## src/hdl/soc_config.svh

```systemverilog
`ifndef SOC_CONFIG_SVH
`define SOC_CONFIG_SVH

// bus widths
`define SOC_DATA_W 32
`define SOC_STRB_W (`SOC_DATA_W/8)

// APB byte address and the word offset without its two low bits
`define SOC_ADDR_W 12
`define SOC_OFF_W (`SOC_ADDR_W-2)

// byte address bits that pick a target
`define SOC_SEL_HI 11
`define SOC_SEL_LO 10

// internal memory words
`define SOC_MEM_DEPTH 256

// bit period in clock cycles after reset
`define SOC_UART_DIV_RESET 4

`endif

```

## src/hdl/soc_bus_pkg.sv

```systemverilog
`include "soc_config.svh"

package soc_bus_pkg;

   // region picked by the select bits
   typedef enum logic [1:0] {
      TGT_MEM   = 2'd0,
      TGT_TIMER = 2'd1,
      TGT_UART  = 2'd2,
      TGT_NONE  = 2'd3
   } target_e;

   // word offset with the region bits on top
   typedef struct packed {
      logic                   valid;
      logic                   write;
      logic [`SOC_OFF_W-1:0]  offset;
      logic [`SOC_DATA_W-1:0] wdata;
      logic [`SOC_STRB_W-1:0] wstrb;
   } bus_req_t;

   // valid for one cycle per request
   typedef struct packed {
      logic                   valid;
      logic [`SOC_DATA_W-1:0] rdata;
      logic                   err;
   } bus_rsp_t;

endpackage

```

## src/hdl/soc_periph_pkg.sv

```systemverilog
package soc_periph_pkg;

   // timer word offsets
   typedef enum logic [7:0] {
      TMR_CTRL  = 8'd0,
      TMR_COUNT = 8'd1
   } timer_reg_e;

   // uart word offsets
   typedef enum logic [7:0] {
      UART_DIV    = 8'd0,
      UART_TXDATA = 8'd1,
      UART_STATUS = 8'd2
   } uart_reg_e;

   // transmitter FSM
   typedef enum logic [1:0] {
      UART_IDLE,
      UART_START,
      UART_DATA,
      UART_STOP
   } uart_state_e;

endpackage

```

## src/hdl/uart_tx.sv

```systemverilog
`timescale 1ns/1ns
`include "soc_config.svh"

module uart_tx (
   input  logic                  clk_i,
   input  logic                  rst_i,
   input  soc_bus_pkg::bus_req_t req_i,
   output soc_bus_pkg::bus_rsp_t rsp_o,
   output logic                  txd_o
);
   localparam int RW    = $bits(soc_periph_pkg::uart_reg_e);
   localparam int DW    = `SOC_DATA_W;
   localparam int DIV_W = 16;

   soc_periph_pkg::uart_reg_e   reg_sel;
   soc_periph_pkg::uart_state_e state;
   logic [DIV_W-1:0]            div;
   logic [DIV_W-1:0]            baud_cnt;
   logic [2:0]                  bit_cnt;
   logic [7:0]                  shift;
   logic                        tick;
   logic                        busy;
   logic                        div_we;
   logic                        tx_start;

   assign reg_sel = soc_periph_pkg::uart_reg_e'(req_i.offset[RW-1:0]);
   assign tick    = (baud_cnt == '0);
   assign busy    = (state != soc_periph_pkg::UART_IDLE);

   always_comb begin
      rsp_o.valid = req_i.valid;
      rsp_o.rdata = '0;
      rsp_o.err   = 1'b0;
      div_we      = 1'b0;
      tx_start    = 1'b0;
      if (req_i.valid) begin
         case (reg_sel)
            soc_periph_pkg::UART_DIV: begin
               if (req_i.write) begin
                  div_we = 1'b1;
               end else begin
                  rsp_o.rdata = DW'(div);
               end
            end
            soc_periph_pkg::UART_TXDATA: begin
               // byte dropped while a frame is out
               if (req_i.write) begin
                  rsp_o.err = busy;
                  tx_start  = ~busy;
               end
            end
            soc_periph_pkg::UART_STATUS: begin
               if (req_i.write) begin
                  rsp_o.err = 1'b1;
               end else begin
                  rsp_o.rdata = DW'(busy);
               end
            end
            default: rsp_o.err = 1'b1;
         endcase
      end
   end

   always_ff @(posedge clk_i) begin
      if (rst_i) begin
         state    <= soc_periph_pkg::UART_IDLE;
         txd_o    <= 1'b1;
         div      <= DIV_W'(`SOC_UART_DIV_RESET);
         baud_cnt <= '0;
         bit_cnt  <= '0;
      end else begin
         if (div_we) begin
            div <= (req_i.wdata[DIV_W-1:0] == '0) ? DIV_W'(1) : req_i.wdata[DIV_W-1:0];
         end
         if (state != soc_periph_pkg::UART_IDLE) begin
            baud_cnt <= tick ? div - 1'b1 : baud_cnt - 1'b1;
         end
         case (state)
            soc_periph_pkg::UART_IDLE: begin
               if (tx_start) begin
                  state    <= soc_periph_pkg::UART_START;
                  txd_o    <= 1'b0;
                  baud_cnt <= div - 1'b1;
               end
            end
            soc_periph_pkg::UART_START: begin
               if (tick) begin
                  state   <= soc_periph_pkg::UART_DATA;
                  txd_o   <= shift[0];
                  bit_cnt <= '0;
               end
            end
            soc_periph_pkg::UART_DATA: begin
               if (tick) begin
                  if (bit_cnt == 3'd7) begin
                     state <= soc_periph_pkg::UART_STOP;
                     txd_o <= 1'b1;
                  end else begin
                     bit_cnt <= bit_cnt + 1'b1;
                     txd_o   <= shift[1];
                  end
               end
            end
            default: begin
               if (tick) begin
                  state <= soc_periph_pkg::UART_IDLE;
               end
            end
         endcase
      end
   end

   // lsb first
   always_ff @(posedge clk_i) begin
      if (tx_start) begin
         shift <= req_i.wdata[7:0];
      end else if (state == soc_periph_pkg::UART_DATA && tick) begin
         shift <= shift >> 1;
      end
   end

   a_idle_line_high: assert property (
      @(posedge clk_i) disable iff (rst_i) (state == soc_periph_pkg::UART_IDLE) |-> txd_o
   );

endmodule

```

## config.mk

```make
export PLATFORM = sky130hd
export DESIGN_NAME = uart_tx
export DESIGN_NICKNAME = d
export VERILOG_FILES = /design/src/hdl/soc_bus_pkg.sv /design/src/hdl/soc_periph_pkg.sv /design/src/hdl/uart_tx.sv
export VERILOG_INCLUDE_DIRS = /design/src /design/src/hdl
export SDC_FILE = /design/constraint.sdc
export NUM_CORES = 1
export LEC_CHECK = 0
export BUFFER_PORTS_ARGS = -buffer_cell sky130_fd_sc_hd__buf_2
export CELL_PAD_IN_SITES_DETAIL_PLACEMENT = 1
export CELL_PAD_IN_SITES_GLOBAL_PLACEMENT = 2
export CORE_AREA = 2 2 102 104
export DETAILED_ROUTE_END_ITERATION = 10
export DIE_AREA = 0 0 104 106
export PLACE_DENSITY = 0.88
export SKIP_LAST_GASP = 1
export SLEW_MARGIN = 15
export SYNTH_ARGS = -nofsm -noshare
export SYNTH_HDL_FRONTEND = slang
export SYNTH_SLANG_ARGS = --single-unit
```

## constraint.sdc

```tcl
create_clock -name clk_i -period 2.5 [get_ports clk_i]
set_input_delay 0 -clock clk_i [delete_from_list [all_inputs] [get_ports clk_i]]
set_output_delay 0 -clock clk_i [all_outputs]
set_load 0.1 [all_outputs]
```

# Yosys cells after proc, flatten, opt, wreduce, memory -nomap -nowiden
# Cells that the tools add are included.
[op_classes]
addsub = 3
multipliers = 0
n_div = 0
order_cmp = 0
n_eq_ne = 10
n_shift = 0
n_mux = 34
bitwise = 1
reduce_logical = 13
[ops]
columns = ["op", "n"]
rows = [
  ["16-bit two-way mux", 6],
  ["32-bit case mux with 2 select lines", 1],
  ["33-bit two-way mux", 1],
  ["16-bit zero test", 2],
  ["16-bit by 1-bit subtractor with 16-bit output (second input constant)", 2],
  ["8-bit two-way mux", 2],
  ["1-bit two-way mux", 12],
  ["2-bit two-way mux", 5],
  ["2-bit inequality test (second input constant)", 5],
  ["3-bit two-way mux", 3],
  ["8-bit by 1-bit == test with 1-bit output (second input constant)", 1],
  ["8-bit by 2-bit == test with 1-bit output (second input constant)", 1],
  ["8-bit zero test", 1],
  ["4-bit AND reduction", 2],
  ["2-bit nonzero test", 4],
  ["1-bit case mux with 3 select lines", 2],
  ["2-bit case mux with 3 select lines", 1],
  ["3-bit case mux with 2 select lines", 1],
  ["5-bit AND reduction", 1],
  ["3-bit by 1-bit adder with 3-bit output (second input constant)", 1],
  ["3-bit == test (second input constant)", 1],
  ["3-bit nonzero test", 1],
  ["2-bit by 1-bit == test with 1-bit output (second input constant)", 1],
  ["2-bit == test (second input constant)", 1],
  ["other kinds (3)", 3],
]
[word_totals]
ff_bits = 46
latchBits = 0
mem_bits_rw = 0
rom_bits = 0
inputBits = 50
output_inout_bits = 35
word_cells = 67
n_memories = 0

# Logic depth before layout (Yosys ltp)
# Gate-level depths: netlist of the first run.
[depth]
word_depth = 7
mapped_depth = 9
ltp_nobuf = 7

# Worst setup path before layout of the first run
# Ideal clock, no wire load.
[synth_path]
kind = "flip-flop to output port"
startpoint = "reg state[0]"
endpoint = "out rsp_o[1] in the netlist's numbering"
arrival_ps = 3854
required_time_ps = 2500
path_slack_ps = -1354
path_stages_with_launch = 8
n_path_buf = 2
path_cell_list = "dfxtp_1 -> inv_1 -> ha_1 -> clkbuf_1 -> clkbuf_1 -> nand2_1 -> o21ai_0 -> nor4_1"
[synth_rtl]
columns = ["item", "line_no", "source"]
rows = [
  ["start, declared", "uart_tx.sv:16", "soc_periph_pkg::uart_state_e state;"],
  ["start signal, assigned", "uart_tx.sv:66", "state <= soc_periph_pkg::UART_IDLE;"],
  ["start signal, assigned", "uart_tx.sv:81", "state <= soc_periph_pkg::UART_START;"],
  ["start signal, assigned", "uart_tx.sv:88", "state <= soc_periph_pkg::UART_DATA;"],
  ["end, declared", "uart_tx.sv:8", "output soc_bus_pkg::bus_rsp_t rsp_o,"],
]

# Final worst setup path of the first run
[layout_path]
startpoint = "reg baud_cnt[0]"
endpoint = "reg baud_cnt[6]"
[layout_between]
elab_chain_cells = 5
elab_cells_between_ends = 6
classes_between = "add/sub: 1; mux: 4; reduce/logical: 1"
[layout_lines]
columns = ["item", "line_no", "source"]
rows = [
  ["start, declared", "uart_tx.sv:18", "logic [DIV_W-1:0] baud_cnt;"],
  ["start signal, assigned", "uart_tx.sv:76", "baud_cnt <= tick ? div - 1'b1 : baud_cnt - 1'b1;"],
  ["start signal, assigned", "uart_tx.sv:83", "baud_cnt <= div - 1'b1;"],
  ["16-bit by 1-bit subtractor with 16-bit output / 16-bit zero test (equally long branches)", "uart_tx.sv:76, uart_tx.sv:27", ""],
  ["16-bit two-way mux *", "uart_tx.sv:76", ""],
  ["16-bit two-way mux *", "uart_tx.sv:75", "if (state != soc_periph_pkg::UART_IDLE) begin"],
  ["16-bit two-way mux", "uart_tx.sv:80", "if (tx_start) begin"],
  ["16-bit two-way mux *", "uart_tx.sv:78", "case (state)"],
]
# Mark *: on every way between the ends. The rest lies on a longest branch, timed or not.
# A chain may end at the register's enable or synchronous reset.

==> impl_results.md, run 1 <==
- Worst Setup Path Type: flop to flop
- Setup TNS: 0 ns
- Worst VDD drop: between 0.0004 and 0.0005 V
- Fmax: 454 MHz
- M1 WL: 3600 um
- DRC Markers: 0
- Port bufs: 46
- CTS-repair resized insts: 0
- CTS tree: done
- Finish-stage setup viols: 0
- Clock transition at path regs: 0.10 ns
- Switching Share: 47.7%
- Syn. warnings: 0
- Post-Layout Cell Count: 542
- Via Count: 2738
- Largest net degree at the start of global routing: 26
- Global route overflow: 0
- EDFF count, synth: 8
- Starting DRT DRC Count: 143
- H-tree depth: 2
- Status: finished, final reports clean
- Largest area contributor in the netlist: dfxtp_1
- Gate power share: 56.5%
- Crit end category: flop
- Distinct cell type count after synthesis: 56
- Synth area leaders: dfxtp_1 (26%), edfxtp_1 (8.2%), mux2i_1 (4.8%)
- TritonRoute pass-1 iters: 4
- DIE HEIGHT: 106 um
- Core area: between 9000 and 10000 um^2
- Die area: 11000 um^2
- Inserted Clock Buffers: 5
- CTS Sinks: 46
- Worst hold path class: input port to flop
- Routed length on met2: 4390 um
- Clk buf depth: 2
- # diodes: 0
- First-pass GRT wire length: 14600 um
- Drt total wl: ~8400 um
- Slew HR: 62.6%
- Seq pwr share: roughly 27%
- Synth Instances: ~340
- Design area: 3780 um^2
- Avg Inst Size Synth: 8.54 um^2
- CP Data Required Time: 2.68 ns
- Clock power share: 16.6%
- Clock Skew: 0.00780 ns
- Vias in the first global route: between 2000 and 3000
- Power Internal: 1.84 mW
- Asr flop ratio synth: 0%
- Measured slew at the worst slew-check pin: 0.556 ns
- Post-synthesis cell area: 2940 um^2
- Io pins: 85
- Slew Limit Fails: 0
- Max Used Layer: met4
- Slowest-stage cell, CP: a2111oi_0
- Max Cap Viol: 0
- Worst-path maximum fanout: 8
- DR WL/cell: 15.6 um
- Leading register cell type out of synthesis: dfxtp_1
- Layout cells sized above 1: 21.2%
- Root Driver: clkbuf_8
- Switching power: 1.68 mW
- FF+latch count, synth: 46
- Placer Congestion: roughly 0.80
- Arrival time worst endpoint: ~2.4 ns
- Critical Path Source Type: flop
- Final nets: 463
- Critical Path, Cell by Cell: inv_1, ha_1, nor4b_1, nand4_1, buf_4, a31oi_1, nor2_1, a2111oi_0
- Dpl hpwl: ~6300 um
- Post-placement cell count: 520
- Antenna Violating Nets Remaining: 0
- Post-DP Area: 3530 um^2
- P_leak: 1.58 nW
- Met3 routed WL: 271 um
- Initial antenna violation count: 0
- Slowest stage delay, CP: 0.40 ns
- Power per Cell Area: 933 nW/um^2
- Tot GR Track Use: 16.2%
- Cell row count: 37
- Final min period: 2.20 ns
- Via density: 5.05
- Initial core utilization: 29.4%
- Clock Latency Late Sink: 0.31 ns
- Sequential area share after synthesis: 34.1%
- Final Hold Viols: 0
- Area Overhead vs Synth: 28.6%
- Final cycle utilization of the critical path: between 80% and 90%
- Die Span X: roughly 100 um
- Synth top area share: 25.9%
power groups by stage:
stage,Clock [mW],Sequential [mW],Combinational [mW]
floorplan,0,0.932,1.38
global placement,0,0.956,1.86
detailed placement,0,0.963,1.89
CTS,0.602,0.947,1.92
global route,0.629,0.966,2.21
finish,0.586,0.949,1.99
path summary, 6_finish.rpt:
path,cells past startpoint,endpoint,slack [ns],startpoint
setup / recovery,8,baud_cnt[6],0.30,baud_cnt[0]
hold / removal,2,bit_cnt[2],0.02,rst_i
setup reg to reg,8,baud_cnt[6],0.30,baud_cnt[0]
hold reg to reg,2,bit_cnt[0],0.51,bit_cnt[0]
registers in the layout, indices dropped and copies added, names as in the netlist:
name and cells:
state 2, div 16, bit_cnt 3, txd_o 1, shift 8, baud_cnt 16
metrics by stage:
| step | power [mW] | hold slack [ns] | setup WS [ns] | utilization (%) |
|---|---|---|---|---|
| after floorplan | 2.31 | 0.125 | -0.182 | - |
| after global placement | 2.81 | 0.250 | 0.363 | 35.3 |
| after detailed placement | 2.86 | 0.258 | 0.188 | 35.3 |
| after CTS | 3.47 | 0.0160 | 0.146 | 37.7 |
| after global routing | 3.80 | 0.0274 | -0.00528 | 37.8 |
| final | 3.52 | 0.0229 | 0.296 | 37.8 |
synthesized netlist by cell type, types with 2 or more instances:
| master | n |
|---|---|
| a211o_1 | 3 |
| or3_1 | 3 |
| clkbuf_1 | 15 |
| nand2_1 | 22 |
| a211oi_1 | 6 |
| xnor2_1 | 6 |
| nor4_1 | 11 |
| o31a_1 | 2 |
| ha_1 | 8 |
| or4_4 | 2 |
| o21ai_0 | 14 |
| xor2_1 | 7 |
| o31ai_1 | 4 |
| a21oi_1 | 16 |
| nor4b_1 | 2 |
| dfxtp_1 | 38 |
| nor3b_1 | 4 |
| nor2_1 | 34 |
| o211a_1 | 2 |
| nand3_1 | 4 |
| a22oi_1 | 2 |
| mux2i_1 | 14 |
| nand2b_1 | 2 |
| a31oi_1 | 8 |
| nand4b_1 | 2 |
| edfxtp_1 | 8 |
| and2_1 | 15 |
| inv_1 | 16 |
| a311oi_1 | 3 |
| nand4_1 | 10 |
| a21o_1 | 2 |
| mux2_2 | 7 |
| nor3_1 | 12 |
| a2111oi_0 | 2 |
| buf_4 | 17 |
critical path, delay by kind of cell (launching register included):
| kind | cells | cell delay, ns |
|---|---|---|
| flip-flops | 1 | 0.38 |
| adder cells (fa/ha/maj) | 1 | 0.19 |
| buffers and inverters | 2 | 0.36 |
| AND/OR/NAND/NOR | 3 | 0.56 |
| AO/OA/AOI/OAI | 2 | 0.58 |
cell type report:
class,instances,area (um^2)
sequential,46,1000
multi-input combinational,263,1760
clock buffer,5,68.8
fill,1217,6220
tap,136,170
inverter,16,60.1
clock inverter,3,43.8
timing repair buffer,73,676
layer usage:
layer	global-route usage (%)	vias to the layer above
li1	-	1349
met1	20.0	1319
met2	28.9	54
met3	2.45	16
met4	5.41	0
met5	0	-
cells by family (layout without fill, tap and decap cells):
kind of cell / Yosys count / after routing / synth area share [%]
compound gates: 73 / 73 / 17.5
xor+xnor: 13 / 13 / 3.88
fa+ha+maj: 8 / 8 / 3.41
buf+inv: 50 / 97 / 8.60
flops: 46 / 46 / 34.1
mux: 21 / 21 / 7.45
other cells: 1 / 16 / 0.128
simple gates: 132 / 132 / 25.0
what timing repair did:
action | in CTS | in global routing
hold buffers | 13 | 0
endpoints found under the setup margin | 0 | 1
hold endpoints to repair | 13 | 0
buffers inserted | 0 | 1
cell usage in the layout, fill, tap and decap left out, types with 5 or more instances in the layout:
master,synthesis,final
a211oi_1,6,6
a21oi_1,16,16
a31oi_1,8,7
and2_1,15,15
buf_12,0,14
buf_2,1,32
buf_4,17,14
clkbuf_8,0,5
conb_1,1,16
dfxtp_1,38,38
dlygate4sd3_1,0,13
edfxtp_1,8,8
ha_1,8,8
inv_1,16,16
mux2_2,7,7
mux2i_1,14,14
nand2_1,22,22
nand4_1,10,10
nor2_1,34,34
nor3_1,12,12
nor4_1,11,9
o21ai_0,14,14
xnor2_1,6,6
xor2_1,7,7
Note: power is estimated with default switching activity, not from simulation.
==> run 2: changes to the inputs <==
Settings changed: CORE_AREA 2 2 102 104 to 2 2 108 110, DIE_AREA 0 0 104 106 to 0 0 110 112, PLACE_DENSITY 0.88 to 0.83, REMOVE_ABC_BUFFERS set to 1.
Clock period 2.5 ns to 1.8 ns, I/O delays scaled along.
==> run 2 against run 1 <==
Against the previous run:
- the flow now finishes with violations (setup timing)
- critical path type unchanged
- maximum frequency increased by 11%
- die area is 12% higher
- critical endpoint is now baud_cnt[11]
- final cell count grew 13%
- non-clock buffer count rose by 61
- setup slack lost 0.48 ns
- highest routed layer unchanged
- global-route usage barely moved
==> impl_results.md, run 2 (synthesis gave the netlist of run 1 again) <==
- Status: finished with violations (was finished, final reports clean)
- Violated checks: setup timing
- Slew HR: 65.8% (was 62.6%)
- Starting DRT DRC Count: 119 (was 143)
- Commonest non-fill, non-tap cell in the layout: buf_4 (was dfxtp_1)
- Power per Cell Area: 1540 nW/um^2 (was 933 nW/um^2)
- CTS tree: done (unchanged)
- R2R Path End: baud_cnt[11] (was baud_cnt[6])
- Final core utilization: 41.8% (was 37.8%)
- P_leak: 2.01 nW (was 1.58 nW)
- Layout cells sized above 1: 41.1% (was 21.2%)
- Root Driver: clkbuf_16 (was clkbuf_8)
- Internal reg-to-reg setup slack: -0.19 ns (was 0.30 ns)
- DIE HEIGHT: 112 um (was 106 um)
- Area Overhead vs Synth: 58.9% (was 28.6%)
- Arrival time worst endpoint: 2.18 ns (was 2.39 ns)
- Max Cap Viol: 0 (unchanged)
- Dpl hpwl: 7270 um (was 6310 um)
- DRC Markers: 0 (unchanged)
- Core area: 11200 um^2 (was 10000 um^2)
- Commonest cells after routing, fill and taps aside: buf_4 (66), dfxtp_1 (33), nor2_1 (32), buf_2 (29) (was dfxtp_1 (38), nor2_1 (34), buf_2 (32), nand2_1 (22))
- CP Data Required Time: 2.00 ns (was 2.68 ns)
- Drt total wl: 10000 um (was 8450 um)
- Top flop regs: baud_cnt (16), div (16), shift (8) (unchanged)
- Io pins: 85 (unchanged)
- Setup WS post-layout: -0.189 ns (was 0.296 ns)
- Clock Latency Late Sink: 0.30 ns (was 0.31 ns)
- Gate power share: 69.4% (was 56.5%)
- First-pass GRT wire length: 15900 um (was 14600 um)
- Placer Congestion: 0.851 (was 0.799)
- Tightest hold margin: 0.00420 ns (was 0.0229 ns)
- H-tree depth: 2 (unchanged)
- Power Internal: 4.00 mW (was 1.84 mW)
- Clk buf depth: 2 (unchanged)
- Final nets: 524 (was 463)
- Port bufs: 46 (unchanged)
- Largest net degree at the start of global routing: 26 (unchanged)
- Reg2reg start: div[0] (was baud_cnt[0])
- Worst VDD drop: 0.00106 V (was 0.000460 V)
- Seq pwr share: 17.8% (was 26.9%)
- Setup TNS: -0.552 ns (was 0 ns)
- Via Count: 3033 (was 2738)
- Worst Setup SP: div[0] (was baud_cnt[0])
- Finish-stage setup viols: 6 (was 0)
- Global route overflow: 0 (unchanged)
- Clock transition at path regs: 0.07 ns (was 0.10 ns)
- Switching Share: 44.4% (was 47.7%)
- TritonRoute pass-1 iters: 5 (was 4)
- Worst R2R Path Depth: 5 (was 8)
- Initial antenna violation count: 0 (unchanged)
- Vias in the first global route: 3171 (was 2843)
- CTS Sinks: 46 (unchanged)
- Via density: 4.97 (was 5.05)
- Worst Setup Path Type: flop to flop (unchanged)
- Final Hold Viols: 0 (unchanged)
- Cell row count: 39 (was 37)
- Critical Path Source Type: flop (unchanged)
- Clock Skew: 0.00731 ns (was 0.00780 ns)
- Worst hold path class: input port to flop (unchanged)
- Slew Limit Fails: 0 (unchanged)
- Final cycle utilization of the critical path: 111% (was 88.2%)
- # diodes: 0 (unchanged)
- Crit end category: flop (unchanged)
- Tot GR Track Use: 16.2% (about the same)
- Worst Setup EP: baud_cnt[11] (was baud_cnt[6])
- Pre-CTS setup slack: -0.230 ns (was 0.188 ns)
- DR WL/cell: 16.5 um (was 15.6 um)
- Switching power: 3.19 mW (was 1.68 mW)
- Initial core utilization: 26.3% (was 29.4%)
- Worst-path maximum fanout: 2 (was 8)
- Final min period: 1.99 ns (was 2.20 ns)
- Inserted Clock Buffers: 5 (unchanged)
- Antenna Violating Nets Remaining: 0 (unchanged)
- Die area: 12300 um^2 (was 11000 um^2)
- RSZ-0062 raised after global routing: yes
- Clock power share: 12.9% (was 16.6%)
- Measured slew at the worst slew-check pin: 0.509 ns (was 0.556 ns)
- Fmax: 503 MHz (was 454 MHz)
- Die Span X: 110 um (was 104 um)
run 2: timing repair:
item,CTS,global route
hold buffers,11,0
endpoints found under the setup margin,31,31
pin swaps,7,24
gates cloned,0,0
buffers inserted,1,8
resized for setup,29,46
endpoints found under the hold margin,11,0
run 2: routing by layer:
metal  global-route usage, %  routed length (um)  up-vias
met1                    19.5                4220     1499
met4                    4.22                 108        0
met3                    2.40                 272        9
li1                        -                   -     1468
met5                       0                   0        -
met2                    29.6                5450       57
run 2: per-stage QoR:
stage / std cells / area, um^2 / total power, mW
finish: 610 / 4670 / 7.18
detailed placement: 582 / 4030 / 5.05
global route: 610 / 4670 / 7.61
CTS: 602 / 4410 / 6.27
global placement: 582 / 4030 / 4.90
floorplan: 325 / 2800 / 2.93
run 2: layout make-up:
cell class / count / area [um^2]
Sequential cell: 46 / 1010
Timing Repair Buffer: 134 / 1260
Fill cell: 1276 / 6500
Tap cell: 143 / 179
Inverter: 16 / 65.1
Multi-Input combinational cell: 263 / 2010
Clock inverter: 3 / 16.3
Clock buffer: 5 / 125
run 2: power by group through the flow:
stage                     combinational (mW)  clock (mW)  sequential [mW]
after floorplan                         1.65           0             1.28
after global placement                  3.64           0             1.25
after detailed placement                3.79           0             1.26
after CTS                               4.07       0.942             1.25
after global routing                    5.34       0.983             1.29
final                                   4.98       0.925             1.28
run 2: how the worst min path moves through the flow:
stage	start	end	slack, ns	cells after the start
finish	req_i[10]	div[6]	0.004	3
global route	req_i[5]	div[1]	0.02	3
CTS	req_i[10]	div[6]	0.002	3
detailed placement	req_i[13]	div[9]	0.26	3
global placement	req_i[19]	div[15]	0.25	3
floorplan	req_i[47]	rsp_o[33]	0	0
run 2: critical path, cell delays in order (launching register included):
cell and delay [ns]:
dfxtp_2 0.32, or4_4 0.53, nand2b_4 0.15, or4_4 0.43, xor2_2 0.17, a2111oi_4 0.28
==> run 3: changes to the inputs <==
Settings changed: CELL_PAD_IN_SITES_DETAIL_PLACEMENT 1 to unset, CELL_PAD_IN_SITES_GLOBAL_PLACEMENT 2 to unset, CORE_AREA 2 2 108 110 to 2 2 89 91, DIE_AREA 0 0 110 112 to 0 0 91 93, PLACE_DENSITY 0.83 to 0.75.
==> run 3 against run 2 <==
Against the previous run:
- the run still ends with setup timing left
- clock skew grew 0.0034 ns
- via count grew 7.6%
- setup slack lost 0.066 ns
- largest cell class unchanged
- non-clock buffer count grew 6
- global-route usage grew 5.5 points
- critical path depth is the same
==> impl_results.md, run 3 (synthesis gave the netlist of run 1 again) <==
- Status: finished with violations (unchanged)
- Violated checks: setup timing (unchanged)
- CTS Sinks: 46 (unchanged)
- First-pass GRT wire length: 15000 um (was 15900 um)
- Commonest cells after routing, fill and taps aside: buf_4 (64), nor2_1 (33), buf_2 (30), dfxtp_1 (29) (was buf_4 (66), dfxtp_1 (33), nor2_1 (32), buf_2 (29))
- Die area: 8460 um^2 (was 12300 um^2)
- H-tree depth: 2 (unchanged)
- Worst hold path class: input port to flop (unchanged)
- Final min period: 2.06 ns (was 1.99 ns)
- Vias in the first global route: 3224 (was 3171)
- Critical Path, Cell by Cell: or4_4, nand2b_4, or4_4, xor2_2, a2111oi_4 (unchanged)
- Die Span X: 91 um (was 110 um)
- Finish-stage setup viols: 14 (was 6)
- TritonRoute pass-1 iters: 5 (unchanged)
- Power Internal: 4.08 mW (was 4.00 mW)
- Register area: 1010 um^2 (about the same)
- Clk buf depth: 2 (unchanged)
- Dpl hpwl: 6140 um (was 7270 um)
- Switching power: 3.31 mW (was 3.19 mW)
- Final cycle utilization of the critical path: 114% (was 111%)
- Io pins: 85 (unchanged)
- Slew Limit Fails: 0 (unchanged)
- Final nets: 530 (was 524)
- Max Cap Viol: 0 (unchanged)
- CP Data Required Time: 2.02 ns (was 2.00 ns)
- Hold Path End: div[6] (unchanged)
- Top flop regs: baud_cnt (16), div (16), shift (8) (unchanged)
- Area Overhead vs Synth: 60.2% (was 58.9%)
- Tot GR Track Use: 21.8% (was 16.2%)
- Slowest-stage cell, CP: or4_4 (unchanged)
- Core area: 7530 um^2 (was 11200 um^2)
- RSZ-0062 raised after global routing: yes (unchanged)
- Port bufs: 46 (unchanged)
- Fmax: 487 MHz (was 503 MHz)
- Hold Startpoint: req_i[10] (unchanged)
- Critical Path Source Type: flop (unchanged)
- Slowest stage delay, CP: 0.54 ns (was 0.53 ns)
- Setup TNS: -0.914 ns (was -0.552 ns)
- Clock Latency Late Sink: 0.32 ns (was 0.30 ns)
- Root Driver: clkbuf_8 (was clkbuf_16)
- Tightest hold margin: 0.00157 ns (was 0.00420 ns)
- Multi-input combinational cell area: 2080 um^2 (was 2010 um^2)
- Number of cells on the worst hold path: 3 (unchanged)
- Crit end category: flop (unchanged)
- Setup WS post-layout: -0.255 ns (was -0.189 ns)
- Initial core utilization: 39.0% (was 26.3%)
- CTS tree: done (unchanged)
- Initial antenna violation count: 0 (unchanged)
- Worst Setup Path Type: flop to flop (unchanged)
- Internal reg-to-reg setup slack: -0.26 ns (was -0.19 ns)
- Clock transition at path regs: 0.09 ns (was 0.07 ns)
- Pre-CTS setup slack: -0.251 ns (was -0.230 ns)
- Clock Skew: 0.0107 ns (was 0.00731 ns)
- P_leak: 2.04 nW (was 2.01 nW)
- # fillers: 557 (was 1276)
- Seq pwr share: 17.4% (was 17.8%)
- Power per Cell Area: 1570 nW/um^2 (was 1540 nW/um^2)
- Global route overflow: 0 (unchanged)
- DR WL/cell: 17.5 um (was 16.5 um)
- Starting DRT DRC Count: 154 (was 119)
- DRC Markers: 0 (unchanged)
- Reg2reg start: div[3] (was div[0])
- Inserted Clock Buffers: 5 (unchanged)
- Via Count: 3262 (was 3033)
- Worst R2R Path Depth: 5 (unchanged)
- Final Total Pwr: 7.40 mW (was 7.18 mW)
- Clock power share: 11.1% (was 12.9%)
- Cell row count: 32 (was 39)
- R2R Path End: baud_cnt[11] (unchanged)
- Switching Share: 44.8% (was 44.4%)
- Drt total wl: 10100 um (was 10000 um)
- Gate power share: 71.5% (was 69.4%)
- Antenna Violating Nets Remaining: 0 (unchanged)
- Commonest non-fill, non-tap cell in the layout: buf_4 (unchanged)
- Worst VDD drop: 0.00105 V (was 0.00106 V)
- Placer Congestion: 0.852 (was 0.851)
- Largest net degree at the start of global routing: 21 (was 26)
- Layout cells sized above 1: 44.6% (was 41.1%)
- # diodes: 0 (unchanged)
- Final Hold Viols: 0 (unchanged)
- Arrival time worst endpoint: 2.27 ns (was 2.18 ns)
- Via density: 5.67 (was 4.97)
- Worst-path maximum fanout: 2 (unchanged)
- CP dominant cell by count: or4_4 (unchanged)
- DIE HEIGHT: 93 um (was 112 um)
[run 3: cell types whose count changed in the layout (fill, tap and decap cells not counted), sizes merged]
cell	before	now
buf	122	125
bufinv	0	1
clkinv	2	1
clkinvlp	1	0
dlygate4sd3	11	14
inv	16	17
[run 3: layout make-up]
class | count | area share [%]
clock inverter | 3 | 0.930
timing repair buffer | 140 | 27.8
clock buffer | 5 | 1.46
inverter | 16 | 1.38
tap | 102 | 2.71
multi-input combinational | 263 | 44.2
sequential | 46 | 21.5
[run 3: power groups by stage]
stage | Clock (mW) | Sequential (mW) | Combinational [mW]
6_report | 0.823 | 1.29 | 5.29
5_1_grt | 0.871 | 1.30 | 5.53
4_1_cts | 0.824 | 1.26 | 4.21
3_5_place_dp | 0 | 1.26 | 3.54
3_3_place_gp | 0 | 1.25 | 3.45
2_1_floorplan | 0 | 1.28 | 1.65
[run 3: per-stage QoR]
stage               utilization [%]  instance area (um^2)  std cells
global placement               51.5                  3870        533
global route                   62.5                  4710        575
floorplan                         -                  2800        325
detailed placement             51.5                  3870        533
finish                         62.5                  4710        575
CTS                            57.7                  4340        563
[run 3: worst max-delay path, delay by kind of cell (launching register included)]
family / cells / cell delay [ns]
xor gates and xnor gates: 1 / 0.17
DFF: 1 / 0.33
AOI/OAI and AO/OA: 1 / 0.30
and+or+nand+nor: 3 / 1.14
[run 3: worst max path at each step]
stage | end | cells past startpoint | startpoint
final | baud_cnt[11] | 5 | div[3]
after CTS | baud_cnt[11] | 5 | div[3]
after detailed placement | baud_cnt[11] | 5 | div[0]
after global routing | baud_cnt[11] | 5 | div[3]
after floorplan | rsp_o[1] | 5 | state[0]
after global placement | baud_cnt[11] | 5 | div[0]
[run 3: repair_timing]
item | in CTS | in global routing
hold endpoints to repair | 14 | 0
cloned | 1 | 0
setup endpoints to repair | 30 | 40
resized for setup | 40 | 67
setup buffers | 7 | 13
pin swaps | 12 | 36
hold buffers | 14 | 0
[run 3: layer usage]
layer,global-route usage (%),routed length [um],vias to the layer above
met5,0,0,-
met4,11.0,351,0
met3,3.63,485,37
met2,40.1,5300,152
met1,24.1,3950,1586
li1,-,-,1487
